--- config.mk ---
export PLATFORM = sky130hd
export DESIGN_NAME = chdr_framer
export DESIGN_NICKNAME = d
export VERILOG_FILES = /design/src/chdr_framer_pkg.sv /design/src/framer_admit.sv /design/src/stream_fifo.sv /design/src/framer_fsm.sv /design/src/packet_gate.sv /design/src/chdr_framer.sv
export SDC_FILE = /design/constraint.sdc
export NUM_CORES = 2
export LEC_CHECK = 0
export BUFFER_PORTS_ARGS = -buffer_cell sky130_fd_sc_hd__buf_4
export CAP_MARGIN = 15
export CELL_PAD_IN_SITES_DETAIL_PLACEMENT = 0
export CELL_PAD_IN_SITES_GLOBAL_PLACEMENT = 1
export CORE_MARGIN = 8
export CORE_UTILIZATION = 50
export CTS_BUF_LIST = sky130_fd_sc_hd__clkbuf_4 sky130_fd_sc_hd__clkbuf_8 sky130_fd_sc_hd__clkbuf_16
export CTS_CLUSTER_DIAMETER = 50
export DETAILED_ROUTE_END_ITERATION = 6
export PLACE_DENSITY = 0.71
export SYNTH_ARGS = -nofsm -noshare
export SYNTH_HDL_FRONTEND = slang
export SYNTH_SLANG_ARGS = --single-unit
--- constraint.sdc ---
create_clock -name axis_chdr_clk -period 8.5 [get_ports axis_chdr_clk]
set_input_delay 0 -clock axis_chdr_clk [delete_from_list [all_inputs] [get_ports axis_chdr_clk]]
set_output_delay 0 -clock axis_chdr_clk [all_outputs]
set_load 0.1 [all_outputs]
--- src/chdr_framer_pkg.sv ---
`default_nettype none

package chdr_framer_pkg;

  // --------------------------------------------------------------------------
  // Bus widths and word types
  // --------------------------------------------------------------------------
  localparam int CHDR_W      = 64;  // One CHDR word per beat
  localparam int CTXT_USER_W = 4;   // Context field code width

  typedef logic [CHDR_W-1:0] chdr_word_t;

  // Context FIFO entry
  typedef struct packed {
    chdr_word_t             tdata;
    logic [CTXT_USER_W-1:0] tuser;  // Which context field this word is
    logic                   tlast;
  } ctxt_beat_t;

  // Payload FIFO entry
  typedef struct packed {
    chdr_word_t tdata;
    logic       tlast;
  } pyld_beat_t;

  // --------------------------------------------------------------------------
  // Context field codes and header fields
  // --------------------------------------------------------------------------
  localparam logic [CTXT_USER_W-1:0] CTXT_FIELD_HDR   = 4'd0;
  localparam logic [CTXT_USER_W-1:0] CTXT_FIELD_TS    = 4'd2;
  localparam logic [CTXT_USER_W-1:0] CTXT_FIELD_MDATA = 4'd3;

  localparam int PKT_TYPE_LSB  = 53;  // Header bits 55..53
  localparam int PKT_TYPE_W    = 3;
  localparam logic [PKT_TYPE_W-1:0] PKT_TYPE_DATA_TS = 3'd7;  // Data with timestamp

  localparam int NUM_MDATA_LSB = 48;  // Header bits 52..48
  localparam int NUM_MDATA_W   = 5;

  // --------------------------------------------------------------------------
  // Sizes
  // --------------------------------------------------------------------------
  localparam int CTXT_PREFETCH   = 1;   // Context packets allowed ahead of payload
  localparam int CTXT_FIFO_DEPTH = 4;
  localparam int PYLD_FIFO_DEPTH = 8;
  localparam int GATE_DEPTH_LOG2 = 5;   // 32 words, largest packet
  localparam int PKT_CNT_W       = 3;
  localparam int ERR_CNT_W       = 32;

endpackage

`default_nettype wire

--- src/framer_admit.sv ---
`default_nettype none

module framer_admit (
  input  wire logic axis_chdr_clk,
  input  wire logic axis_chdr_rst,
  input  wire logic i_ctxt_tvalid,
  input  wire logic i_ctxt_tlast,
  input  wire logic i_pyld_tvalid,
  input  wire logic i_pyld_tlast,
  input  wire logic i_ctxt_fifo_ready,
  input  wire logic i_pyld_fifo_ready,
  output logic      o_ctxt_tready,
  output logic      o_pyld_tready,
  output logic      o_ctxt_fifo_valid,
  output logic      o_pyld_fifo_valid
);
  import chdr_framer_pkg::*;

  // Context may run at most this many packets ahead of payload
  localparam logic [PKT_CNT_W-1:0] MAX_AHEAD = PKT_CNT_W'(1 + CTXT_PREFETCH);

  logic [PKT_CNT_W-1:0] ctxt_cnt_q, pyld_cnt_q;  // Wrapping packet counters
  logic [PKT_CNT_W-1:0] ahead;
  logic                 pass_ctxt, pass_pyld;

  assign ahead     = ctxt_cnt_q - pyld_cnt_q;  // Modulo difference
  assign pass_pyld = (ahead != '0);            // Payload needs its context first
  assign pass_ctxt = (ahead < MAX_AHEAD);      // One extra context prefetched

  assign o_ctxt_tready     = i_ctxt_fifo_ready && pass_ctxt;
  assign o_pyld_tready     = i_pyld_fifo_ready && pass_pyld;
  assign o_ctxt_fifo_valid = i_ctxt_tvalid && pass_ctxt;
  assign o_pyld_fifo_valid = i_pyld_tvalid && pass_pyld;

  always_ff @(posedge axis_chdr_clk) begin
    if (axis_chdr_rst) begin
      ctxt_cnt_q <= '0;
      pyld_cnt_q <= '0;
    end else begin
      if (i_ctxt_tvalid && o_ctxt_tready && i_ctxt_tlast)
        ctxt_cnt_q <= ctxt_cnt_q + 1'b1;  // Count on end of packet
      if (i_pyld_tvalid && o_pyld_tready && i_pyld_tlast)
        pyld_cnt_q <= pyld_cnt_q + 1'b1;
    end
  end

  a_ahead_bound: assert property (@(posedge axis_chdr_clk) disable iff (axis_chdr_rst)
    ahead <= MAX_AHEAD);

endmodule

`default_nettype wire

--- src/stream_fifo.sv ---
`default_nettype none

module stream_fifo #(
  parameter type beat_t = logic,
  parameter int  DEPTH  = 4
) (
  input  wire logic  axis_chdr_clk,
  input  wire logic  axis_chdr_rst,
  input  wire beat_t i_beat,
  input  wire logic  i_valid,
  output logic       o_ready,
  output beat_t      o_beat,
  output logic       o_valid,
  input  wire logic  i_ready
);

  localparam int PTR_W = (DEPTH > 1) ? $clog2(DEPTH) : 1;
  localparam int CNT_W = $clog2(DEPTH + 1);

  beat_t            mem [DEPTH];
  logic [PTR_W-1:0] wr_ptr_q, rd_ptr_q;
  logic [CNT_W-1:0] count_q;            // Occupancy
  logic             wr_en, rd_en;

  assign o_ready = (count_q != CNT_W'(DEPTH));  // Ready whenever not full
  assign o_valid = (count_q != '0);
  assign o_beat  = mem[rd_ptr_q];
  assign wr_en   = i_valid && o_ready;
  assign rd_en   = o_valid && i_ready;

  always_ff @(posedge axis_chdr_clk) begin
    if (wr_en)
      mem[wr_ptr_q] <= i_beat;
  end

  always_ff @(posedge axis_chdr_clk) begin
    if (axis_chdr_rst) begin
      wr_ptr_q <= '0;
      rd_ptr_q <= '0;
      count_q  <= '0;
    end else begin
      if (wr_en)  // Circular wrap at DEPTH
        wr_ptr_q <= (wr_ptr_q == PTR_W'(DEPTH - 1)) ? '0 : wr_ptr_q + 1'b1;
      if (rd_en)
        rd_ptr_q <= (rd_ptr_q == PTR_W'(DEPTH - 1)) ? '0 : rd_ptr_q + 1'b1;
      if (wr_en && !rd_en)
        count_q <= count_q + 1'b1;
      else if (rd_en && !wr_en)
        count_q <= count_q - 1'b1;
    end
  end

  // Occupancy stays in range, so no write lands on a full buffer or read on an empty one
  a_count_range: assert property (@(posedge axis_chdr_clk) disable iff (axis_chdr_rst)
    count_q <= CNT_W'(DEPTH));
  a_ptrs_match: assert property (@(posedge axis_chdr_clk) disable iff (axis_chdr_rst)
    (count_q == '0 || count_q == CNT_W'(DEPTH)) |-> (wr_ptr_q == rd_ptr_q));

endmodule

`default_nettype wire

--- src/framer_fsm.sv ---
`default_nettype none

module framer_fsm (
  input  wire logic                                  axis_chdr_clk,
  input  wire logic                                  axis_chdr_rst,
  input  wire chdr_framer_pkg::ctxt_beat_t           i_ctxt,
  input  wire logic                                  i_ctxt_valid,
  output logic                                       o_ctxt_ready,
  input  wire chdr_framer_pkg::pyld_beat_t           i_pyld,
  input  wire logic                                  i_pyld_valid,
  output logic                                       o_pyld_ready,
  output chdr_framer_pkg::chdr_word_t                o_gate_tdata,
  output logic                                       o_gate_tlast,
  output logic                                       o_gate_terror,
  output logic                                       o_gate_tvalid,
  input  wire logic                                  i_gate_tready,
  output logic [chdr_framer_pkg::ERR_CNT_W-1:0]      o_framer_errors
);
  import chdr_framer_pkg::*;

  typedef enum logic [2:0] {
    ST_HDR       = 3'd0,  // Header word to output
    ST_TS        = 3'd1,  // Timestamp word to output
    ST_MDATA     = 3'd2,  // Metadata words to output
    ST_BODY      = 3'd3,  // Payload words to output
    ST_DROP_CTXT = 3'd4,  // Discard rest of a bad context packet
    ST_DROP_PYLD = 3'd5,  // Discard the matching payload packet
    ST_TERMINATE = 3'd6   // Error word flushes the partial output packet
  } state_t;

  state_t                 state_q, ctxt_next;
  logic [NUM_MDATA_W-1:0] mdata_pending_q;  // Metadata words still due
  logic [PKT_TYPE_W-1:0]  pkt_type;
  logic [NUM_MDATA_W-1:0] num_mdata;
  logic                   has_ts, ctxt_xfer, pyld_xfer;

  assign pkt_type  = i_ctxt.tdata[PKT_TYPE_LSB +: PKT_TYPE_W];
  assign num_mdata = i_ctxt.tdata[NUM_MDATA_LSB +: NUM_MDATA_W];
  assign has_ts    = (pkt_type == PKT_TYPE_DATA_TS);
  assign ctxt_xfer = i_ctxt_valid && o_ctxt_ready;
  assign pyld_xfer = i_pyld_valid && o_pyld_ready;

  // Verdict on one context word, given whether more words must follow
  function automatic state_t check_word(input logic more, input logic user_ok,
                                        input logic last, input state_t good_next);
    if (more)
      return last ? ST_DROP_PYLD : (user_ok ? good_next : ST_DROP_CTXT);  // Early tlast
    else
      return last ? (user_ok ? ST_BODY : ST_DROP_PYLD) : ST_DROP_CTXT;     // Extra words
  endfunction

  // --------------------------------------------------------------------------
  // Context word classification
  // --------------------------------------------------------------------------
  always_comb begin
    case (state_q)
      ST_HDR:   ctxt_next = check_word(has_ts || (num_mdata != '0),
                                       i_ctxt.tuser == CTXT_FIELD_HDR, i_ctxt.tlast,
                                       has_ts ? ST_TS : ST_MDATA);
      ST_TS:    ctxt_next = check_word(mdata_pending_q != '0,
                                       i_ctxt.tuser == CTXT_FIELD_TS, i_ctxt.tlast, ST_MDATA);
      ST_MDATA: ctxt_next = check_word(mdata_pending_q > NUM_MDATA_W'(1),
                                       i_ctxt.tuser == CTXT_FIELD_MDATA, i_ctxt.tlast,
                                       ST_MDATA);
      default:  ctxt_next = i_ctxt.tlast ? ST_DROP_PYLD : ST_DROP_CTXT;  // Draining context
    endcase
  end

  always_ff @(posedge axis_chdr_clk) begin
    if (axis_chdr_rst) begin
      state_q         <= ST_HDR;
      mdata_pending_q <= '0;
      o_framer_errors <= '0;
    end else begin
      case (state_q)
        ST_HDR, ST_TS, ST_MDATA, ST_DROP_CTXT: begin
          if (ctxt_xfer)
            state_q <= ctxt_next;
        end
        ST_BODY: begin
          if (pyld_xfer && i_pyld.tlast)
            state_q <= ST_HDR;  // Packet complete
        end
        ST_DROP_PYLD: begin
          if (pyld_xfer && i_pyld.tlast)
            state_q <= ST_TERMINATE;
        end
        ST_TERMINATE: begin
          if (i_gate_tready) begin
            state_q         <= ST_HDR;
            o_framer_errors <= o_framer_errors + 1'b1;  // One per rejected packet
          end
        end
        default: state_q <= ST_HDR;
      endcase
      if (ctxt_xfer && state_q == ST_HDR)
        mdata_pending_q <= num_mdata;
      else if (ctxt_xfer && state_q == ST_MDATA)
        mdata_pending_q <= mdata_pending_q - 1'b1;
    end
  end

  // --------------------------------------------------------------------------
  // Steering to the gate
  // --------------------------------------------------------------------------
  always_comb begin
    o_gate_tvalid = 1'b0;
    o_gate_tlast  = 1'b0;
    o_ctxt_ready  = 1'b0;
    o_pyld_ready  = 1'b0;
    case (state_q)
      ST_HDR, ST_TS, ST_MDATA: begin
        o_gate_tvalid = i_ctxt_valid;   // Context words go out, never last
        o_ctxt_ready  = i_gate_tready;
      end
      ST_BODY: begin
        o_gate_tvalid = i_pyld_valid;
        o_gate_tlast  = i_pyld.tlast;   // Packet end comes from payload
        o_pyld_ready  = i_gate_tready;
      end
      ST_DROP_CTXT: o_ctxt_ready = 1'b1;  // Consume without output
      ST_DROP_PYLD: o_pyld_ready = 1'b1;
      ST_TERMINATE: begin
        o_gate_tvalid = 1'b1;
        o_gate_tlast  = 1'b1;
      end
      default: ;
    endcase
  end

  assign o_gate_tdata  = (state_q == ST_BODY) ? i_pyld.tdata : i_ctxt.tdata;
  assign o_gate_terror = (state_q == ST_TERMINATE);

  a_state_legal: assert property (@(posedge axis_chdr_clk) disable iff (axis_chdr_rst)
    state_q inside {ST_HDR, ST_TS, ST_MDATA, ST_BODY, ST_DROP_CTXT, ST_DROP_PYLD,
                    ST_TERMINATE});

endmodule

`default_nettype wire

--- src/packet_gate.sv ---
`default_nettype none

module packet_gate (
  input  wire logic                         axis_chdr_clk,
  input  wire logic                         axis_chdr_rst,
  input  wire chdr_framer_pkg::chdr_word_t  i_tdata,
  input  wire logic                         i_tlast,
  input  wire logic                         i_terror,
  input  wire logic                         i_tvalid,
  output logic                              o_tready,
  output chdr_framer_pkg::chdr_word_t       o_tdata,
  output logic                              o_tlast,
  output logic                              o_tvalid,
  input  wire logic                         i_tready
);
  import chdr_framer_pkg::*;

  localparam int AW    = GATE_DEPTH_LOG2;
  localparam int DEPTH = 2 ** GATE_DEPTH_LOG2;

  // Stored word with its end marker
  typedef struct packed {
    chdr_word_t tdata;
    logic       tlast;
  } entry_t;

  entry_t      mem [DEPTH];
  logic [AW:0] wr_ptr_q, cmt_ptr_q, rd_ptr_q;  // Extra bit tells full from empty
  logic        in_xfer, wr_en, full;
  entry_t      rd_entry;

  assign full     = ((wr_ptr_q - rd_ptr_q) == (AW+1)'(DEPTH));
  assign o_tready = !full;
  assign in_xfer  = i_tvalid && o_tready;
  assign wr_en    = in_xfer && !i_terror;  // Error beat is never stored

  // Only committed words are visible
  assign o_tvalid = (rd_ptr_q != cmt_ptr_q);
  assign rd_entry = mem[rd_ptr_q[AW-1:0]];
  assign o_tdata  = rd_entry.tdata;
  assign o_tlast  = rd_entry.tlast;

  always_ff @(posedge axis_chdr_clk) begin
    if (wr_en)
      mem[wr_ptr_q[AW-1:0]] <= '{tdata: i_tdata, tlast: i_tlast};
  end

  // --------------------------------------------------------------------------
  // Pointer control
  // --------------------------------------------------------------------------
  always_ff @(posedge axis_chdr_clk) begin
    if (axis_chdr_rst) begin
      wr_ptr_q  <= '0;
      cmt_ptr_q <= '0;
      rd_ptr_q  <= '0;
    end else begin
      if (in_xfer && i_terror) begin
        wr_ptr_q <= cmt_ptr_q;           // Rewind, partial packet discarded
      end else if (wr_en) begin
        wr_ptr_q <= wr_ptr_q + 1'b1;
        if (i_tlast)
          cmt_ptr_q <= wr_ptr_q + 1'b1;  // Whole packet released
      end
      if (o_tvalid && i_tready)
        rd_ptr_q <= rd_ptr_q + 1'b1;
    end
  end

  // A packet longer than the buffer stalls with nothing left to drain
  a_no_overlong_pkt: assert property (@(posedge axis_chdr_clk) disable iff (axis_chdr_rst)
    !(!o_tready && ((wr_ptr_q - cmt_ptr_q) == (AW+1)'(DEPTH))));

endmodule

`default_nettype wire

--- src/chdr_framer.sv ---
`default_nettype none

module chdr_framer (
  input  wire logic                                       axis_chdr_clk,
  input  wire logic                                       axis_chdr_rst,
  // Context stream in
  input  wire chdr_framer_pkg::chdr_word_t                i_ctxt_tdata,
  input  wire logic [chdr_framer_pkg::CTXT_USER_W-1:0]    i_ctxt_tuser,
  input  wire logic                                       i_ctxt_tlast,
  input  wire logic                                       i_ctxt_tvalid,
  output logic                                            o_ctxt_tready,
  // Payload stream in
  input  wire chdr_framer_pkg::chdr_word_t                i_pyld_tdata,
  input  wire logic                                       i_pyld_tlast,
  input  wire logic                                       i_pyld_tvalid,
  output logic                                            o_pyld_tready,
  // CHDR stream out
  output chdr_framer_pkg::chdr_word_t                     o_chdr_tdata,
  output logic                                            o_chdr_tlast,
  output logic                                            o_chdr_tvalid,
  input  wire logic                                       i_chdr_tready,
  // Status
  output logic [chdr_framer_pkg::ERR_CNT_W-1:0]           o_framer_errors
);
  import chdr_framer_pkg::*;

  logic       ctxt_in_valid, ctxt_in_ready;  // Admission to context FIFO
  logic       pyld_in_valid, pyld_in_ready;  // Admission to payload FIFO
  ctxt_beat_t ctxt_beat;
  pyld_beat_t pyld_beat;
  logic       ctxt_valid, ctxt_ready;
  logic       pyld_valid, pyld_ready;
  chdr_word_t gate_tdata;
  logic       gate_tlast, gate_terror, gate_tvalid, gate_tready;

  // --------------------------------------------------------------------------
  // Interleaving and input FIFOs
  // --------------------------------------------------------------------------
  framer_admit admit_i (
    .axis_chdr_clk, .axis_chdr_rst,
    .i_ctxt_tvalid, .i_ctxt_tlast, .i_pyld_tvalid, .i_pyld_tlast,
    .i_ctxt_fifo_ready(ctxt_in_ready), .i_pyld_fifo_ready(pyld_in_ready),
    .o_ctxt_tready, .o_pyld_tready,
    .o_ctxt_fifo_valid(ctxt_in_valid), .o_pyld_fifo_valid(pyld_in_valid)
  );

  stream_fifo #(.beat_t(ctxt_beat_t), .DEPTH(CTXT_FIFO_DEPTH)) ctxt_fifo_i (
    .axis_chdr_clk, .axis_chdr_rst,
    .i_beat({i_ctxt_tdata, i_ctxt_tuser, i_ctxt_tlast}),  // Field order of ctxt_beat_t
    .i_valid(ctxt_in_valid), .o_ready(ctxt_in_ready),
    .o_beat(ctxt_beat), .o_valid(ctxt_valid), .i_ready(ctxt_ready)
  );

  stream_fifo #(.beat_t(pyld_beat_t), .DEPTH(PYLD_FIFO_DEPTH)) pyld_fifo_i (
    .axis_chdr_clk, .axis_chdr_rst,
    .i_beat({i_pyld_tdata, i_pyld_tlast}),
    .i_valid(pyld_in_valid), .o_ready(pyld_in_ready),
    .o_beat(pyld_beat), .o_valid(pyld_valid), .i_ready(pyld_ready)
  );

  // --------------------------------------------------------------------------
  // Framing and output gate
  // --------------------------------------------------------------------------
  framer_fsm fsm_i (
    .axis_chdr_clk, .axis_chdr_rst,
    .i_ctxt(ctxt_beat), .i_ctxt_valid(ctxt_valid), .o_ctxt_ready(ctxt_ready),
    .i_pyld(pyld_beat), .i_pyld_valid(pyld_valid), .o_pyld_ready(pyld_ready),
    .o_gate_tdata(gate_tdata), .o_gate_tlast(gate_tlast), .o_gate_terror(gate_terror),
    .o_gate_tvalid(gate_tvalid), .i_gate_tready(gate_tready),
    .o_framer_errors
  );

  packet_gate gate_i (
    .axis_chdr_clk, .axis_chdr_rst,
    .i_tdata(gate_tdata), .i_tlast(gate_tlast), .i_terror(gate_terror),
    .i_tvalid(gate_tvalid), .o_tready(gate_tready),
    .o_tdata(o_chdr_tdata), .o_tlast(o_chdr_tlast), .o_tvalid(o_chdr_tvalid),
    .i_tready(i_chdr_tready)
  );

endmodule

`default_nettype wire

After elaboration in Yosys (flattened, before gate mapping)
Memory sizes are Yosys's and may differ from the RTL's. A register that Yosys moved wholly into a read port is not among the register bits.
Cells that the tools add are included.
Widths: inputs -> output; s select.
Cells by class
  multiplexer cells: 52
  reductions and logical operators: 46
  eq/ne operators: 21
  order comparisons: 2
  bitwise logic cells: 2
  $add $sub $neg: 16
Operators with widths (number)
  $mux 3: 25
  $mux 64: 1
  $add 32x1->32 const B: 1
  $logic_and 1x1->1: 23
  $mux 5: 4
  $eq 3x3->1 const B: 6
  $add 3x1->3 const B: 5
  $add 6x1->6 const B: 2
  $mux 6: 2
  $pmux 3 s4: 1
  $mux 2: 5
  $reduce_bool 5->1: 2
  $pmux 3 s3: 1
  $eq 4x2->1 const B: 2
  $mux 4: 2
  $reduce_bool 2->1: 4
  $mux 1: 7
  $eq 3x2->1 const B: 2
  $eq 6x6->1 const B: 1
  $logic_not 1->1: 6
  $ne 6x6->1: 1
  $pmux 1 s2: 3
  $reduce_bool 3->1: 2
  $sub 6x6->6: 1
  25 further kinds: 30
Word-level totals
  memories: 3
  output and inout port bits: 100
  flip-flop bits (word level): 81
  RAM bits: 2876
Memories
  gate_i.mem: depth 32, width 65, read ports 1, clocked after memory_dff 1, wr ports 1, line packet_gate.sv:27  | entry_t mem [DEPTH];
  pyld_fifo_i.mem: depth 8, width 65, read ports 1, clocked after memory_dff 1, wr ports 1, line stream_fifo.sv:20  | beat_t mem [DEPTH];
  ctxt_fifo_i.mem: depth 4, width 69, read ports 1, clocked after memory_dff 1, wr ports 1, line stream_fifo.sv:20

Depth between registers and ports, before layout
  word-level depth: 8
  depth in mapped cells: 16
  gate-level depth less buffers: 16

Cells and area by module
A second synthesis with hierarchy kept.
Unflattened totals
  cells, all modules: 4903
  area total of the unflattened synthesis: 114208.3 µm²
By module, submodules not included
  packet_gate: cells each 3266, times used 1, seq. area each 62920.3 µm², area an instance 80138.1 µm²
  stream_fifo at pyld_fifo_i: cells each 826, times used 1, seq. area each 15875.2 µm², area an instance 20145.6 µm²
  stream_fifo at ctxt_fifo_i: cells each 409, times used 1, seq. area each 8468.1 µm², area an instance 10425.0 µm²
  framer_fsm: cells each 356, times used 1, seq. area each 800.8 µm², area an instance 3057.9 µm²
  framer_admit: cells each 46, times used 1, seq. area each 120.1 µm², area an instance 441.7 µm²

Least setup slack after synthesis
OpenSTA, ideal clock, no wires.
  path kind: register to register
  start: register admit_i.ctxt_cnt_q[0]
  end: memory pyld_fifo_i.mem[2][0] in the netlist's numbering (enable)
  period minus slack after synthesis: 10.648 ns
  cell stages (with the launch flop): 7
  arrival: 9.977 ns
  setup slack: -2.148 ns
  path buffers: 0
  cells stage by stage: dfxtp_1 -> inv_1 -> ha_1 -> fa_1 -> a32oi_1 -> nand2_1 -> nor4b_1
Between the ends
  cells in the longest elaborated chain, start to end: 6
Ends and longest elaborated chain
  start: declaration: line framer_admit.sv:22  | logic [PKT_CNT_W-1:0] ctxt_cnt_q, pyld_cnt_q;
  start signal: assignment: line framer_admit.sv:41  | ctxt_cnt_q <= ctxt_cnt_q + 1'b1;
  $sub 3x3->3: line framer_admit.sv:26  | assign ahead = ctxt_cnt_q - pyld_cnt_q;
  $reduce_bool 3->1: line framer_admit.sv:27  | assign pass_pyld = (ahead != '0);
  $logic_and 1x1->1: line framer_admit.sv:33  | assign o_pyld_fifo_valid = i_pyld_tvalid && pass_pyld;
  $logic_and 1x1->1: line stream_fifo.sv:28  | assign wr_en = i_valid && o_ready;
  $mux 1: line stream_fifo.sv:32  | if (wr_en)
  $mux 1 (implied by the code): line stream_fifo.sv:33  | mem[wr_ptr_q] <= i_beat;
  end: declaration: line stream_fifo.sv:20
No other way between the ends.

Final worst setup path
  start: register gate_i.wr_ptr_q[2]
  end: memory gate_i.mem[7][38] in the netlist's numbering (enable)
Between the ends
  cells in the longest elaborated chain, start to end: 7
Ends and longest elaborated chain
  start: declaration: line packet_gate.sv:28  | logic [AW:0] wr_ptr_q, cmt_ptr_q, rd_ptr_q;
  start signal: assignment: line packet_gate.sv:58  | wr_ptr_q <= cmt_ptr_q;
  start signal: assignment: line packet_gate.sv:60  | wr_ptr_q <= wr_ptr_q + 1'b1;
  $sub 6x6->6: line packet_gate.sv:32  | assign full = ((wr_ptr_q - rd_ptr_q) == (AW+1)'(DEPTH));
  $eq 6x6->1: line packet_gate.sv:32
  $logic_not 1->1: line packet_gate.sv:33  | assign o_tready = !full;
  $logic_and 1x1->1: line packet_gate.sv:34  | assign in_xfer = i_tvalid && o_tready;
  $logic_and 1x1->1: line packet_gate.sv:35  | assign wr_en = in_xfer && !i_terror;
  $mux 1: line packet_gate.sv:44  | if (wr_en)
  $mux 1 (implied by the code): line packet_gate.sv:45  | mem[wr_ptr_q[AW-1:0]] <= '{tdata: i_tdata, tlast: i_tlast};
  end: declaration: line packet_gate.sv:27
Several ways; a longest one is shown, not always the timed one.

==> flow_summary.yaml <==
placement:
  placed_area_um2: 119900
  preCtsSetupSlack_ns: 3.565
  dp_hpwl_mm: 151.2
  place_congestion: 0.7763
  portBuffers: 238
routing:
  via_per_inst: 5.996
  first_pass_iters: 7
  routed_wl_mm: 262.3
  vias: 52650
  drc: 0
  drtAntennaViolNets: 0
  wl_per_cell_um: 29.87
  drt-initial-drc-count: 5504
cts:
  clk_pin_slew_ns: 0.06
  tritoncts: "yes"
  cts_root_buffer: "clkbuf_16"
  post-cts-setup-buffers: 0
  cts_made_buffers: 309
  cts-resized-gates: 0
  htreeDepth: 5
  clkSinkCount: 2967
  cts.path.max_buffers: 4
  clk_latency_ns: 0.93
  holdBufCountCts: 274
synthesis:
  yosys-top-cells-count: "edfxtp_1 (2876), mux4_2 (845), clkbuf_1 (135)"
  synth_top_area_cell: "edfxtp_1"
  syn-cell-area_um2: 113500
  syn_avg_cell_area_um2: 23.51
  synthCells: 4827
  synthFlopType: "edfxtp_1"
  synth_top_family_by_area: "multiplexers"
  yosysSeqAreaShare_pct: 77.71
  async_flop_share_pct: 0
  synthMuxAreaShare_pct: 18.20
  synth-edff-count: 2876
  synth-xor-area-share_pct: 0.4366
  synth.most_common_cell: "edfxtp_1"
  yosys.area_share.adder_pct: 0.3837
  synth_compound_area_share_pct: 0.8259
  yosysTopAreaCellShare_pct: 76.11
  yosys_warnings: 0
  ys_types: 68
  yosys-top-cells-area: "edfxtp_1 (76%), mux4_2 (17%), dfxtp_1 (1.6%)"
  synth_simple_gate_area_share_pct: 1.433
  syn_nets: 4999
  synth-seq-cells: 2967
critical_path:
  critPathRequiredTime_ns: 9.03
  startpoint_type: "flip-flop"
  crit_chain: "ha_1, and3_1, o2111a_1, a21boi_1, nand2_1, nor2_4, buf_4"
  cp-end-kind: "flip-flop"
  cp_top_family: "simple AND/OR/NAND/NOR gates"
  criticalPathCategory: "flip-flop to flip-flop"
  cp_slowest_cell: "nor2_4"
  max_stage_delay_ns: 1.07
  path_buf_inv: 1
  cp_max_fo: 39
  arrival_ns: 5.50
cells_and_area:
  multi_input_area_um2: 24910
  ff_latch_area_um2: 88220
  design_area_um2: 132500
  nFillCells: 15890
  syn_to_final_growth_pct: 16.73
  drive_above_1_share_pct: 32.67
  nNetsFinal: 5708
timing:
  grt_setup_unrepaired: "false"
  fin_skew_ns: 0.04849
  clock.fmax_mhz: 201.5
  min_period_ns: 4.964
  hold_violations: 0
  tightest_slew_ns: 1.195
  relSlewSlack_pct: 20.04
  finalCritPeriodShare_pct: 58.40
  drv_slew: 0
  setup-violations-final: 0
  hold_ws_ns: 0.1252
  setup-tns-final_ns: 0
  setup_slack_ns: 3.536
power:
  clkPwrFrac_pct: 32.2
  seq_power_share_pct: 47.2
  swShare_pct: 29.06
  ir_worst_vdd_mv: 0.2086
  switchingPower_mw: 11.73
  powerDensity_nw_per_um2: 304.7
  comb_power_share_pct: 20.6
  p_leak_nw: 40.77
  power.total_mw: 40.36
  intPower_mw: 28.63
grt:
  grt_util_all_layers_pct: 21.48
  antenna_found_initial: 52
  grt_pass1_vias: 54330
  grt_first_pass_wirelength_mm: 381.0
  grt_start_max_net_pins: 144
  gr-total-overflow: 0
hold_path:
  hold_path_class: "input port to flip-flop"
status:
  status: "complete, no violations"
floorplanning:
  rows: 175
  core_um2: 226600
  start_util_pct: 50.07
  die_x_um: 492.4
  die_y_um: 492.4
  die_area_um2: 242400
  ios: 239
flow_run:
  cap_violations: 0
==> worst reg2reg max path: cells and delay by family, from the launching register on <==
family                   cells  cell delay, ns
AO/OA/AOI/OAI                2            0.80
buffers and inverters        1            0.76
flip-flops                   1            0.61
adder cells (fa/ha/maj)      1            0.35
AND/OR/NAND/NOR              3            2.05
==> metrics by stage <==
stage | utilization, % | instances
after floorplan | - | 4827
after global placement | 52.89 | 7955
after detailed placement | 52.92 | 7959
after CTS | 58.41 | 8754
after global routing | 58.43 | 8763
final | 58.45 | 8781
==> metal layers <==
| metal | up-vias | share of wire [%] | global-route usage, % |
|---|---|---|---|
| met4 | 42 | 2.3 | 5.390 |
| li1 | 22020 | - | - |
| met1 | 28230 | 42 | 30.97 |
| met5 | - | 0.11 | 0 |
| met2 | 1978 | 46 | 32.98 |
| met3 | 379 | 9.2 | 5.981 |
==> path summary, 6_finish.rpt <==
path	startpoint	end	slack (ns)	cells after the start
min reg2reg	gate_i.cmt_ptr_q[5]	gate_i.wr_ptr_q[5]	0.49	2
max	gate_i.wr_ptr_q[2]	gate_i.mem[7][38]	3.54	7
max reg2reg	gate_i.wr_ptr_q[2]	gate_i.mem[7][38]	3.54	7
min	i_ctxt_tlast	admit_i.ctxt_cnt_q[0]	0.13	5
==> power by group through the flow <==
stage | logic (mW) | clock network (mW) | registers [mW]
final | 8.32 | 13.0 | 19.0
after global routing | 8.81 | 13.8 | 19.1
after floorplan | 4.88 | 0 | 19.4
after CTS | 8.38 | 13.3 | 19.0
after global placement | 8.07 | 0 | 19.3
after detailed placement | 8.26 | 0 | 19.3
==> logic make-up (layout without fill, tap and decap cells) <==
group	after synthesis	count (layout)
other	0	26
AOI/OAI and AO/OA	158	158
muxes	994	994
DFF	2967	2967
xor gates and xnor gates	55	55
buffers and inverters	271	1190
and+or+nand+nor	349	349
adders and majority gates	33	33
==> sequential cells by signal, summed over array words and instances (netlist names), 4 cells and up, named ones only <==
register and flops:
gate_i.mem 2080, gate_i.rd_ptr_q 6, fsm_i.o_framer_errors 32, fsm_i.mdata_pending_q 5, ctxt_fifo_i.mem 276, pyld_fifo_i.mem 520
gate_i.wr_ptr_q 6, pyld_fifo_i.count_q 4, gate_i.cmt_ptr_q 6
==> placed cells by master (no fill, tap or decap), drive strengths merged, types with 5 or more instances in the layout <==
cell and count:
nor4 8, nor2 125, o21ai 86, a21oi 33
ha 30, xor2 23, nor3 23, buf 368
o211ai 5, clkinv 103, nand2 112, clkbuf 375
edfxtp 2876, dlygate4sd3 274, xnor2 31, inv 36
mux4 848, mux2 65, and2 5, or3 12
diode 26, clkinvlp 11, a211oi 5, nor2b 8
dfxtp 91, and3 11, bufinv 23, nand3 16
mux2i 81, nand4 10
==> layout make-up <==
class,instances,share of cell area (%)
Sequential cell,2967,66.61
Multi-Input combinational cell,1589,18.81
Clock buffer,375,6.305
Timing Repair Buffer,642,4.295
Tap cell,3009,2.842
Clock inverter,146,1.017
Inverter,27,0.07651
Antenna cell,26,0.04912
(Power assumes the default switching activity.)
